==> src/design/packer_pkg.sv <==
// shared beat, field, result and word types for the stream packer, imported by every design block
package packer_pkg;

    // command beat as it arrives on the input stream
    typedef struct packed {
        logic [3:0] op;
        // bit 0 swaps the operands, the rest ride along untouched
        logic [3:0] flags;
        logic [7:0] a;
        logic [7:0] b;
    } beat_t;

    // opcode codes, 6 to 15 are illegal
    localparam logic [3:0] op_add = 4'd0;
    localparam logic [3:0] op_sub = 4'd1;
    localparam logic [3:0] op_and = 4'd2;
    localparam logic [3:0] op_or  = 4'd3;
    localparam logic [3:0] op_xor = 4'd4;
    localparam logic [3:0] op_mul = 4'd5;

    // operation selected by the decoder
    typedef enum logic [2:0] {
        kind_add,
        kind_sub,
        kind_and,
        kind_or,
        kind_xor,
        kind_mul
    } op_kind_t;

    // decoded fields, operands already swapped
    typedef struct packed {
        op_kind_t   kind;
        logic [7:0] x;
        logic [7:0] y;
        logic       illegal;
    } op_fields_t;

    // execute result
    typedef struct packed {
        logic        illegal;
        logic [15:0] value;
    } result_t;

    // result and beat joined, order picked at the top level
    typedef logic [$bits(result_t)+$bits(beat_t)-1:0] packed_word_t;

    // fifo must hold every beat still in flight when back-pressure starts
    function automatic int fifo_depth(input int lat);
        return (lat + 2 > 4) ? lat + 2 : 4;
    endfunction

endpackage

==> src/design/alu_pipe.sv <==
// execute stage computing the result in its first register and delaying it to the full latency
`timescale 1ns/10ps

module alu_pipe #(
    parameter int lat = 3
) (
    input  logic                   clock,
    input  logic                   reset,
    input  logic                   accept,
    input  packer_pkg::op_fields_t fields,
    output logic                   res_valid,
    output packer_pkg::result_t    res
);
    import packer_pkg::*;

    logic [8:0]  sum9;
    logic [15:0] diff;
    logic [15:0] prod;
    result_t     next_res;

    // first stage
    logic        stage_valid;
    result_t     stage_res;

    // arithmetic in full width
    assign sum9 = {1'b0, fields.x} + {1'b0, fields.y};
    // two's complement, wraps when y > x
    assign diff = {8'd0, fields.x} - {8'd0, fields.y};
    assign prod = fields.x * fields.y;

    always_comb begin
        next_res.illegal = fields.illegal;
        next_res.value   = '0;
        // illegal beats keep value zero
        if (!fields.illegal) begin
            case (fields.kind)
                kind_add: next_res.value = {7'd0, sum9};
                kind_sub: next_res.value = diff;
                kind_and: next_res.value = {8'd0, fields.x & fields.y};
                kind_or:  next_res.value = {8'd0, fields.x | fields.y};
                kind_xor: next_res.value = {8'd0, fields.x ^ fields.y};
                kind_mul: next_res.value = prod;
                default:  next_res.value = '0;
            endcase
        end
    end

    // control bit of stage one
    always_ff @(posedge clock) begin
        if (reset) begin
            stage_valid <= 1'b0;
        end else begin
            stage_valid <= accept;
        end
    end

    // result register, no reset needed on payload
    always_ff @(posedge clock) begin
        stage_res <= next_res;
    end

    // remaining lat-1 stages
    generate
        if (lat > 1) begin : g_tail
            delay_line #(
                .lat       (lat - 1),
                .payload_t (result_t)
            ) tail_delay (
                .clock     (clock),
                .reset     (reset),
                .in_valid  (stage_valid),
                .in_data   (stage_res),
                .out_valid (res_valid),
                .out_data  (res)
            );
        end else begin : g_direct
            assign res_valid = stage_valid;
            assign res       = stage_res;
        end
    endgenerate

endmodule

==> src/design/beat_decode.sv <==
// combinational decoder turning a command beat into operation fields for the execute stage
`timescale 1ns/10ps

module beat_decode (
    input  packer_pkg::beat_t      beat,
    output packer_pkg::op_fields_t fields
);
    import packer_pkg::*;

    op_kind_t   kind;
    logic       illegal;
    logic       swap;

    // opcode to operation kind
    always_comb begin
        kind    = kind_add;
        illegal = 1'b0;
        case (beat.op)
            op_add: begin
                kind = kind_add;
            end
            op_sub: begin
                kind = kind_sub;
            end
            op_and: begin
                kind = kind_and;
            end
            op_or: begin
                kind = kind_or;
            end
            op_xor: begin
                kind = kind_xor;
            end
            op_mul: begin
                kind = kind_mul;
            end
            default: begin
                // still runs as add, execute zeroes the value
                kind    = kind_add;
                illegal = 1'b1;
            end
        endcase
    end

    // flag bit 0 swaps a and b
    assign swap = beat.flags[0];

    always_comb begin
        fields.kind    = kind;
        fields.illegal = illegal;
        if (swap) begin
            fields.x = beat.b;
            fields.y = beat.a;
        end else begin
            fields.x = beat.a;
            fields.y = beat.b;
        end
    end

endmodule

==> src/design/delay_line.sv <==
// fixed-latency register chain carrying any payload type plus a valid bit
`timescale 1ns/10ps

module delay_line #(
    parameter int  lat       = 1,
    parameter type payload_t = logic
) (
    input  logic     clock,
    input  logic     reset,
    input  logic     in_valid,
    input  payload_t in_data,
    output logic     out_valid,
    output payload_t out_data
);

    // one slot per cycle of latency
    logic [lat-1:0] valid_q;
    payload_t       data_q [lat];

    // valid bits cleared on reset
    always_ff @(posedge clock) begin
        if (reset) begin
            valid_q <= '0;
        end else begin
            valid_q[0] <= in_valid;
            for (int i = 1; i < lat; i++) begin
                valid_q[i] <= valid_q[i-1];
            end
        end
    end

    // payload shifts every cycle
    always_ff @(posedge clock) begin
        data_q[0] <= in_data;
        for (int i = 1; i < lat; i++) begin
            data_q[i] <= data_q[i-1];
        end
    end

    assign out_valid = valid_q[lat-1];
    assign out_data  = data_q[lat-1];

endmodule

==> src/design/packer_top.sv <==
// top level of the stream result packer, wires decode, execute and result stages
`timescale 1ns/10ps

module packer_top #(
    parameter int lat            = 3,
    parameter bit result_at_head = 1'b1
) (
    input  logic                     clock,
    input  logic                     reset,
    input  logic                     in_valid,
    input  packer_pkg::beat_t        in_beat,
    input  logic                     out_ready,
    output logic                     in_ready,
    output logic                     out_valid,
    output packer_pkg::packed_word_t out_word
);
    import packer_pkg::*;

    op_fields_t fields;
    result_t    res;
    logic       accept;

    // upstream stalls whenever downstream does
    assign in_ready = out_ready;
    // single handshake point for both chains
    assign accept   = in_valid && in_ready;

    beat_decode decode (
        .beat   (in_beat),
        .fields (fields)
    );

    alu_pipe #(
        .lat       (lat)
    ) execute (
        .clock     (clock),
        .reset     (reset),
        .accept    (accept),
        .fields    (fields),
        // chains are the same length, result stage needs no valid
        .res_valid (),
        .res       (res)
    );

    result_planer #(
        .lat            (lat),
        .result_at_head (result_at_head)
    ) planer (
        .clock          (clock),
        .reset          (reset),
        .accept         (accept),
        .beat           (in_beat),
        .res            (res),
        .out_ready      (out_ready),
        .out_valid      (out_valid),
        .out_word       (out_word)
    );

endmodule

==> src/design/result_planer.sv <==
// result stage joining the delayed beat with its execute result and buffering words to the output
`timescale 1ns/10ps

module result_planer #(
    parameter int lat            = 3,
    parameter bit result_at_head = 1'b1
) (
    input  logic                     clock,
    input  logic                     reset,
    input  logic                     accept,
    input  packer_pkg::beat_t        beat,
    input  packer_pkg::result_t      res,
    input  logic                     out_ready,
    output logic                     out_valid,
    output packer_pkg::packed_word_t out_word
);
    import packer_pkg::*;

    // room for every beat still in flight
    localparam int depth = fifo_depth(lat);

    logic         lat_valid;
    beat_t        lat_beat;
    packed_word_t joined;
    logic         fifo_empty;

    // beat delayed to line up with res
    delay_line #(
        .lat       (lat),
        .payload_t (beat_t)
    ) beat_delay (
        .clock     (clock),
        .reset     (reset),
        .in_valid  (accept),
        .in_data   (beat),
        .out_valid (lat_valid),
        .out_data  (lat_beat)
    );

    // result on the upper bits when at head
    assign joined = result_at_head ? {res, lat_beat} : {lat_beat, res};

    stream_fifo #(
        .depth  (depth),
        .item_t (packed_word_t)
    ) out_fifo (
        .clock  (clock),
        .reset  (reset),
        .wr_en  (lat_valid),
        .wdata  (joined),
        .rd_en  (out_ready),
        .rdata  (out_word),
        .empty  (fifo_empty),
        .full   ()
    );

    assign out_valid = !fifo_empty;

endmodule

==> src/design/stream_fifo.sv <==
// first-word-fall-through circular FIFO for any item type, shows the oldest word on rdata
`timescale 1ns/10ps

module stream_fifo #(
    parameter int  depth  = 4,
    parameter type item_t = logic
) (
    input  logic  clock,
    input  logic  reset,
    input  logic  wr_en,
    input  item_t wdata,
    input  logic  rd_en,
    output item_t rdata,
    output logic  empty,
    output logic  full
);

    localparam int ptr_w = (depth > 1) ? $clog2(depth) : 1;
    localparam int cnt_w = $clog2(depth + 1);

    // storage, no reset on data
    item_t              mem [depth];
    logic [ptr_w-1:0]   wr_ptr;
    logic [ptr_w-1:0]   rd_ptr;
    logic [cnt_w-1:0]   count;
    logic               do_write;
    logic               do_read;

    // drop writes when full and reads when empty
    assign do_write = wr_en && !full;
    assign do_read  = rd_en && !empty;

    assign empty = (count == '0);
    assign full  = (count == cnt_w'(depth));

    // head of queue falls through
    assign rdata = mem[rd_ptr];

    always_ff @(posedge clock) begin
        if (do_write) begin
            mem[wr_ptr] <= wdata;
        end
    end

    // pointers wrap at depth, which need not be a power of two
    always_ff @(posedge clock) begin
        if (reset) begin
            wr_ptr <= '0;
        end else if (do_write) begin
            if (wr_ptr == ptr_w'(depth - 1)) begin
                wr_ptr <= '0;
            end else begin
                wr_ptr <= wr_ptr + 1'b1;
            end
        end
    end

    always_ff @(posedge clock) begin
        if (reset) begin
            rd_ptr <= '0;
        end else if (do_read) begin
            if (rd_ptr == ptr_w'(depth - 1)) begin
                rd_ptr <= '0;
            end else begin
                rd_ptr <= rd_ptr + 1'b1;
            end
        end
    end

    // occupancy
    always_ff @(posedge clock) begin
        if (reset) begin
            count <= '0;
        end else begin
            case ({do_write, do_read})
                2'b10:   count <= count + 1'b1;
                2'b01:   count <= count - 1'b1;
                default: count <= count;
            endcase
        end
    end

endmodule

==> config.mk <==
export PLATFORM = sky130hd
export DESIGN_NAME = packer_top
export DESIGN_NICKNAME = d
export VERILOG_FILES = /design/src/design/packer_pkg.sv /design/src/design/alu_pipe.sv /design/src/design/beat_decode.sv /design/src/design/delay_line.sv /design/src/design/packer_top.sv /design/src/design/result_planer.sv /design/src/design/stream_fifo.sv
export SDC_FILE = /design/constraint.sdc
export NUM_CORES = 1
export LEC_CHECK = 0
export ABC_CLOCK_PERIOD_IN_PS = 15920
export BUFFER_PORTS_ARGS = -buffer_cell sky130_fd_sc_hd__buf_2
export CAP_MARGIN = 20
export CELL_PAD_IN_SITES_DETAIL_PLACEMENT = 1
export CELL_PAD_IN_SITES_GLOBAL_PLACEMENT = 2
export CORE_MARGIN = 2
export CORE_UTILIZATION = 48
export CTS_CLUSTER_DIAMETER = 150
export DETAILED_ROUTE_END_ITERATION = 6
export PLACE_DENSITY_LB_ADDON = 0.1
export REMOVE_ABC_BUFFERS = 1
export SLEW_MARGIN = 25
export SYNTH_ARGS = -nofsm -noshare
export SYNTH_HDL_FRONTEND = slang
export SYNTH_SLANG_ARGS = --single-unit
==> constraint.sdc <==
create_clock -name clock -period 15.92 [get_ports clock]
set_input_delay 0 -clock clock [delete_from_list [all_inputs] [get_ports clock]]
set_output_delay 0 -clock clock [all_outputs]
set_load 0.005 [all_outputs]
==> results.yml, run 1 <==
run_status:
  outcome: "completed"
drt:
  drc_errors: 0
  vias: 7739
  wl_per_cell_um: 20.7
  wl_um: 30400
  via_per_inst: 5.28
  ant_nets: 0
  drtIter0Drc: 436
  drt_pre_antenna_iters: 4
synth:
  syn_area_per_cell_um2: 15.1
  synth_top_flop_cell: "edfxtp_1"
  synth-async-reset-ratio_pct: 0
  synth_edf_count: 205
  seq_area_frac_synth_pct: 63.4
  synth_area_leader_cell: "edfxtp_1"
  yosysUniqueCellTypes: 61
  synth_top_area_share_pct: 43.7
  ys_warn_count: 0
  synth_seq_cells: 343
  synth_area_um2: 14100
  synthCells: 934
  synth_area_leaders: "edfxtp_1, dfxtp_1, mux4_2, ha_1, fa_1"
timing:
  max_freq_mhz: 181
  rsz0062_at_grt: "false"
  final_hold_viol_count: 0
  min_period_over_period_pct: 34.7
  setup_viol: 0
  tns_ns: 0
  tightest_slew_ns: 0.966
  worst_hold_slack_ns: 0.135
  period_needed_ns: 5.52
  skew_ns: 0.0156
  drv_slew: 0
  maxSlewHeadroom_pct: 33.8
  layout_setup_ws_ns: 10.40
hold_path:
  hold_class: "primary input to flip-flop"
  min-delay-start: "in_beat[17]"
  min_delay_path_depth: 2
run:
  maxCapViolations: 0
die:
  fp.dieH_um: 175
  rows: 62
  io_pins: 71
  die_area_um2: 30700
  start_util_pct: 48.9
  core_um2: 28800
  die_x_um: 175
power_and_ir_drop:
  cellPowerDensity_nw_per_um2: 134
  irDropWorstVdd_mv: 0.106
  p_leak_nw: 6.30
global_route:
  track_usage_pct: 20.7
  antenna_found_initial: 0
  grt_max_degree: 42
  grt_overflow: 0
  grt_pass1_wl_um: 48900
  grt_pass1_vias: 8457
final_layout:
  final_common_cell: "edfxtp_1"
  area_growth_syn_to_layout_pct: 15.8
  n_antenna_cell: 0
  utilization_pct: 56.7
  final_cell_mix: "edfxtp_1, dfxtp_1, inv_1"
  drive_gt1_share_pct: 21.9
  fin_area_um2: 16300
  layout.nets: 1185
setup_path:
  worstPathArrival_ns: 5.89
  crit_path_start: "in_beat[16]"
  critPathMaxFanout: 19
  reg2reg_depth: 9
  worst_ep_required_time_ns: 16.29
  critPathLaunchType: "primary input"
  r2r-start: "planer.out_fifo.count[0]"
  end_kind: "flip-flop"
  path_class: "primary input to flip-flop"
clock_network:
  clk_path_buf_depth: 3
  cts_num_sinks: 343
  postCtsSetupRepairBufs: 0
  clk_pin_slew_ns: 0.06
  ctsHtreeMaxLevel: 2
  cts_tree: "built"
  cts_root_buf: "clkbuf_16"
  clk-insertion-delay-late_ns: 0.51
  cts-buffers-inserted: 36
placement:
  dpl_cell_area_um2: 14900
  post-place-ws_ns: 10.48
  gp_congestion: 0.840
  post-dp-hpwl_um: 19200
  io_buffers: 70
[per-layer routing]
| layer | global-route usage [%] | up-vias | routed length (um) |
|---|---|---|---|
| li1 | - | 3612 | - |
| met1 | 29.3 | 3966 | 14300 |
| met2 | 34.8 | 121 | 14800 |
| met3 | 2.55 | 40 | 785 |
| met4 | 4.58 | 0 | 442 |
| met5 | 0 | - | 0 |
[stage by stage]
step | instances | total power [mW]
global placement | 1371 | 1.42
CTS | 1466 | 2.21
detailed placement | 1371 | 1.42
finish | 1466 | 2.19
floorplan | 902 | 1.29
global route | 1466 | 2.30
[cell families after synthesis]
kind of cell | share of synthesized area, %
XOR/XNOR | 1.31
AO/OA/AOI/OAI | 4.55
buffers and inverters | 3.42
multiplexers | 11.2
adder cells (fa/ha/maj) | 11.2
AND/OR/NAND/NOR | 4.94
flip-flops | 63.4
[flip-flops by register name, indices dropped and copies added (netlist names), named ones only]
signal	cells
execute.g_tail.tail_delay.data_q	34
planer.out_fifo.rd_ptr	3
execute.stage_res	17
planer.out_fifo.wr_ptr	3
planer.beat_delay.valid_q	3
planer.out_fifo.mem	205
planer.out_fifo.count	3
planer.beat_delay.data_q	72
[worst max-delay path: stages]
cell           delay (ns)
dlygate4sd3_1        0.53
buf_2                0.47
mux2i_1              0.87
inv_1                0.17
ha_1                 0.33
fa_1                 0.42
fa_1                 0.47
fa_1                 0.55
inv_1                0.05
fa_1                 0.47
inv_1                0.04
ha_1                 0.34
a21oi_1              0.16
o21ai_0              0.18
a21o_1               0.25
a221oi_2             0.30
xnor2_1              0.17
o21ai_1              0.07
[area by class of cell]
class / instances / area (um2)
Inverter: 86 / 323
Multi-Input combinational cell: 473 / 4710
Clock inverter: 13 / 80.1
Sequential cell: 343 / 8920
Clock buffer: 53 / 1040
Timing Repair Buffer: 114 / 753
Tap cell: 384 / 480
Fill cell: 2773 / 12500
[cell usage after synthesis, drive strengths merged, types with 11 or more instances]
cell,number
edfxtp,205
dfxtp,138
inv,86
nor2,77
ha,64
mux2,41
mux4,41
fa,39
a21oi,32
nand2,27
buf,21
mux2i,19
o21ai,18
xor2,13
clkbuf,11
[worst paths after layout]
kind | endpoint | slack (ns)
worst max-delay path | execute.stage_res[15] | 10.40
worst min-delay path | planer.beat_delay.data_q[0][17] | 0.14
worst min register to register | planer.beat_delay.data_q[0][44] | 0.32
worst max register to register | planer.out_fifo.count[2] | 13.74
[report_power, final]
part | switching, mW | internal, mW
logic | 0.245 | 0.170
registers | 0.0171 | 0.975
clock network | 0.325 | 0.455
total | 0.588 | 1.60
[timing repair]
| action | 4_1_cts | 5_1_grt |
|---|---|---|
| resized for setup | 0 | 0 |
| hold endpoints to repair | 41 | 0 |
| hold buffers | 29 | 0 |
(Power assumes the default switching activity.)
==> run 2, diff against run 1 <==
--- a/config.mk
+++ b/config.mk
@@ -5,13 +5,13 @@
 export SDC_FILE = /design/constraint.sdc
 export NUM_CORES = 1
 export LEC_CHECK = 0
-export ABC_CLOCK_PERIOD_IN_PS = 15920
+export ABC_CLOCK_PERIOD_IN_PS = 5200
 export BUFFER_PORTS_ARGS = -buffer_cell sky130_fd_sc_hd__buf_2
 export CAP_MARGIN = 20
 export CELL_PAD_IN_SITES_DETAIL_PLACEMENT = 1
 export CELL_PAD_IN_SITES_GLOBAL_PLACEMENT = 2
 export CORE_MARGIN = 2
-export CORE_UTILIZATION = 48
+export CORE_UTILIZATION = 45
 export CTS_CLUSTER_DIAMETER = 150
 export DETAILED_ROUTE_END_ITERATION = 6
 export PLACE_DENSITY_LB_ADDON = 0.1
==> constraint.sdc (replaced) <==
create_clock -name clock -period 5.2 [get_ports clock]
set_input_delay 0 -clock clock [delete_from_list [all_inputs] [get_ports clock]]
set_output_delay 0 -clock clock [all_outputs]
set_load 0.005 [all_outputs]
==> run 2 against run 1 <==
Sequential cell count is the same; critical path type unchanged; highest routed layer unchanged; combinational power grew to 2.9 times the previous value; power grew to 3.1 times the previous value; critical path depth shrank 1; largest power group unchanged; count of clock-buffer cells in the layout shrank 2.
==> results.yml, run 2 (same netlist as run 1, synthesis figures left out) <==
clock_network:
  postCtsSetupRepairBufs: 0
  cts-buffers-inserted: 36
  clk-insertion-delay-late_ns: 0.51
  cts_root_buf: "clkbuf_16"
  clk_pin_slew_ns: 0.06
  clk_path_buf_depth: 3
  ctsHtreeMaxLevel: 2
  cts_tree: "built"
  cts_num_sinks: 343
setup_path:
  worstPathArrival_ns: 5.21
  end_kind: "flip-flop"
  path_class: "primary input to flip-flop"
  critPathLaunchType: "primary input"
  critPathMaxFanout: 16
  worst_ep_required_time_ns: 5.58
timing:
  skew_ns: 0.0174
  rsz0062_at_grt: "false"
  maxSlewHeadroom_pct: 52.3
  tns_ns: 0
  setup_viol: 0
  min_period_over_period_pct: 92.9
  tightest_slew_ns: 0.715
  drv_slew: 0
  max_freq_mhz: 207
  period_needed_ns: 4.83
  final_hold_viol_count: 0
placement:
  io_buffers: 70
  post-dp-hpwl_um: 20000
  gp_congestion: 0.865
  dpl_cell_area_um2: 15000
die:
  core_um2: 30700
  rows: 64
  start_util_pct: 45.9
  io_pins: 71
  die_x_um: 181
  fp.dieH_um: 181
  die_area_um2: 32700
power_and_ir_drop:
  cellPowerDensity_nw_per_um2: 407
  irDropWorstVdd_mv: 0.273
  p_leak_nw: 6.38
drt:
  wl_um: 29800
  ant_nets: 0
  wl_per_cell_um: 20.0
  drt_pre_antenna_iters: 4
  drc_errors: 0
  via_per_inst: 5.17
  drtIter0Drc: 323
  vias: 7699
global_route:
  track_usage_pct: 19.2
  grt_pass1_vias: 8631
  grt_pass1_wl_um: 48800
  grt_overflow: 0
  grt_max_degree: 42
  antenna_found_initial: 0
final_layout:
  drive_gt1_share_pct: 23.1
  final_common_cell: "edfxtp_1"
  fillers: 2993
  largest_register_ff_count: 205
  fin_area_um2: 16500
  area_growth_syn_to_layout_pct: 16.9
  regArea_um2: 8920
  layout.nets: 1198
  top_register: "planer.out_fifo.mem"
  top_regs: "planer.out_fifo.mem: 205 flops, planer.beat_delay.data_q: 72 flops, execute.g_tail.tail_delay.data_q: 34 flops"
  final_cell_mix: "edfxtp_1, dfxtp_1, inv_1"
  n_antenna_cell: 0
  multiInputGateArea_um2: 4720
run_status:
  outcome: "completed"
hold_path:
  hold_class: "primary input to flip-flop"
run:
  maxCapViolations: 0
==> run 2: cell type report <==
type | count | share of cell area (%)
Sequential cell | 343 | 54.2
Inverter | 86 | 1.96
Clock inverter | 14 | 0.684
Clock buffer | 51 | 6.31
Timing Repair Buffer | 127 | 5.18
Multi-Input combinational cell | 473 | 28.6
Tap cell | 396 | 3.01
==> run 2: worst paths after layout <==
kind | startpoint | to | slack, ns | depth (start not counted)
max | in_beat[16] | execute.stage_res[13] | 0.37 | 17
min | in_beat[17] | planer.beat_delay.data_q[0][17] | 0.14 | 2
max reg2reg | planer.out_fifo.count[0] | planer.out_fifo.count[2] | 3.01 | 9
min reg2reg | execute.stage_res[2] | execute.g_tail.tail_delay.data_q[0][2] | 0.32 | 0
==> run 2: per-layer routing <==
metal  part of all wire (%)  vias up  wire length [um]  global-route usage [%]
met2                     50      115             14900                    33.1
met1                     45     3912             13300                    25.4
met3                    3.3       45               972                    2.94
met5                      0        -                 0                       0
li1                       -     3627                 -                       -
met4                    2.3        0               691                    5.10
==> run 2: power by group <==
part	leakage, nW	internal [mW]	switching (mW)
registers	3.01	2.98	0.0536
clock network	0.567	1.45	1.01
logic	2.81	0.519	0.690
==> run 2: critical path, cell delays in order <==
cell	delay, ns
dlygate4sd3_1	0.56
clkbuf_4	0.31
mux2i_1	0.60
nor2_1	0.15
fa_1	0.56
fa_1	0.43
fa_1	0.50
inv_1	0.05
fa_1	0.47
inv_1	0.04
ha_1	0.34
and3_4	0.21
a221o_1	0.36
a31o_2	0.22
a21oi_1	0.17
xor2_1	0.15
o21ai_0	0.08
==> run 2: what timing repair did <==
action                                  4_1_cts  5_1_grt
endpoints found under the setup margin        0        6
hold buffers                                 29        0
endpoints found under the hold margin        41        0
gates resized for setup                       0        3
==> run 2: per-stage QoR <==
| stage | utilization (%) | cells | hold slack [ns] | power (mW) | setup WS (ns) |
|---|---|---|---|---|---|
| after global routing | 53.7 | 1490 | 0.139 | 7.06 | 0.0696 |
| after global placement | 48.9 | 1396 | 0.102 | 4.29 | 0.330 |
| after CTS | 53.6 | 1490 | 0.120 | 6.80 | 0.173 |
| final | 53.7 | 1490 | 0.138 | 6.71 | 0.370 |
| after floorplan | - | 902 | 0 | 3.95 | -0.371 |
| after detailed placement | 48.9 | 1396 | 0.104 | 4.30 | 0.206 |
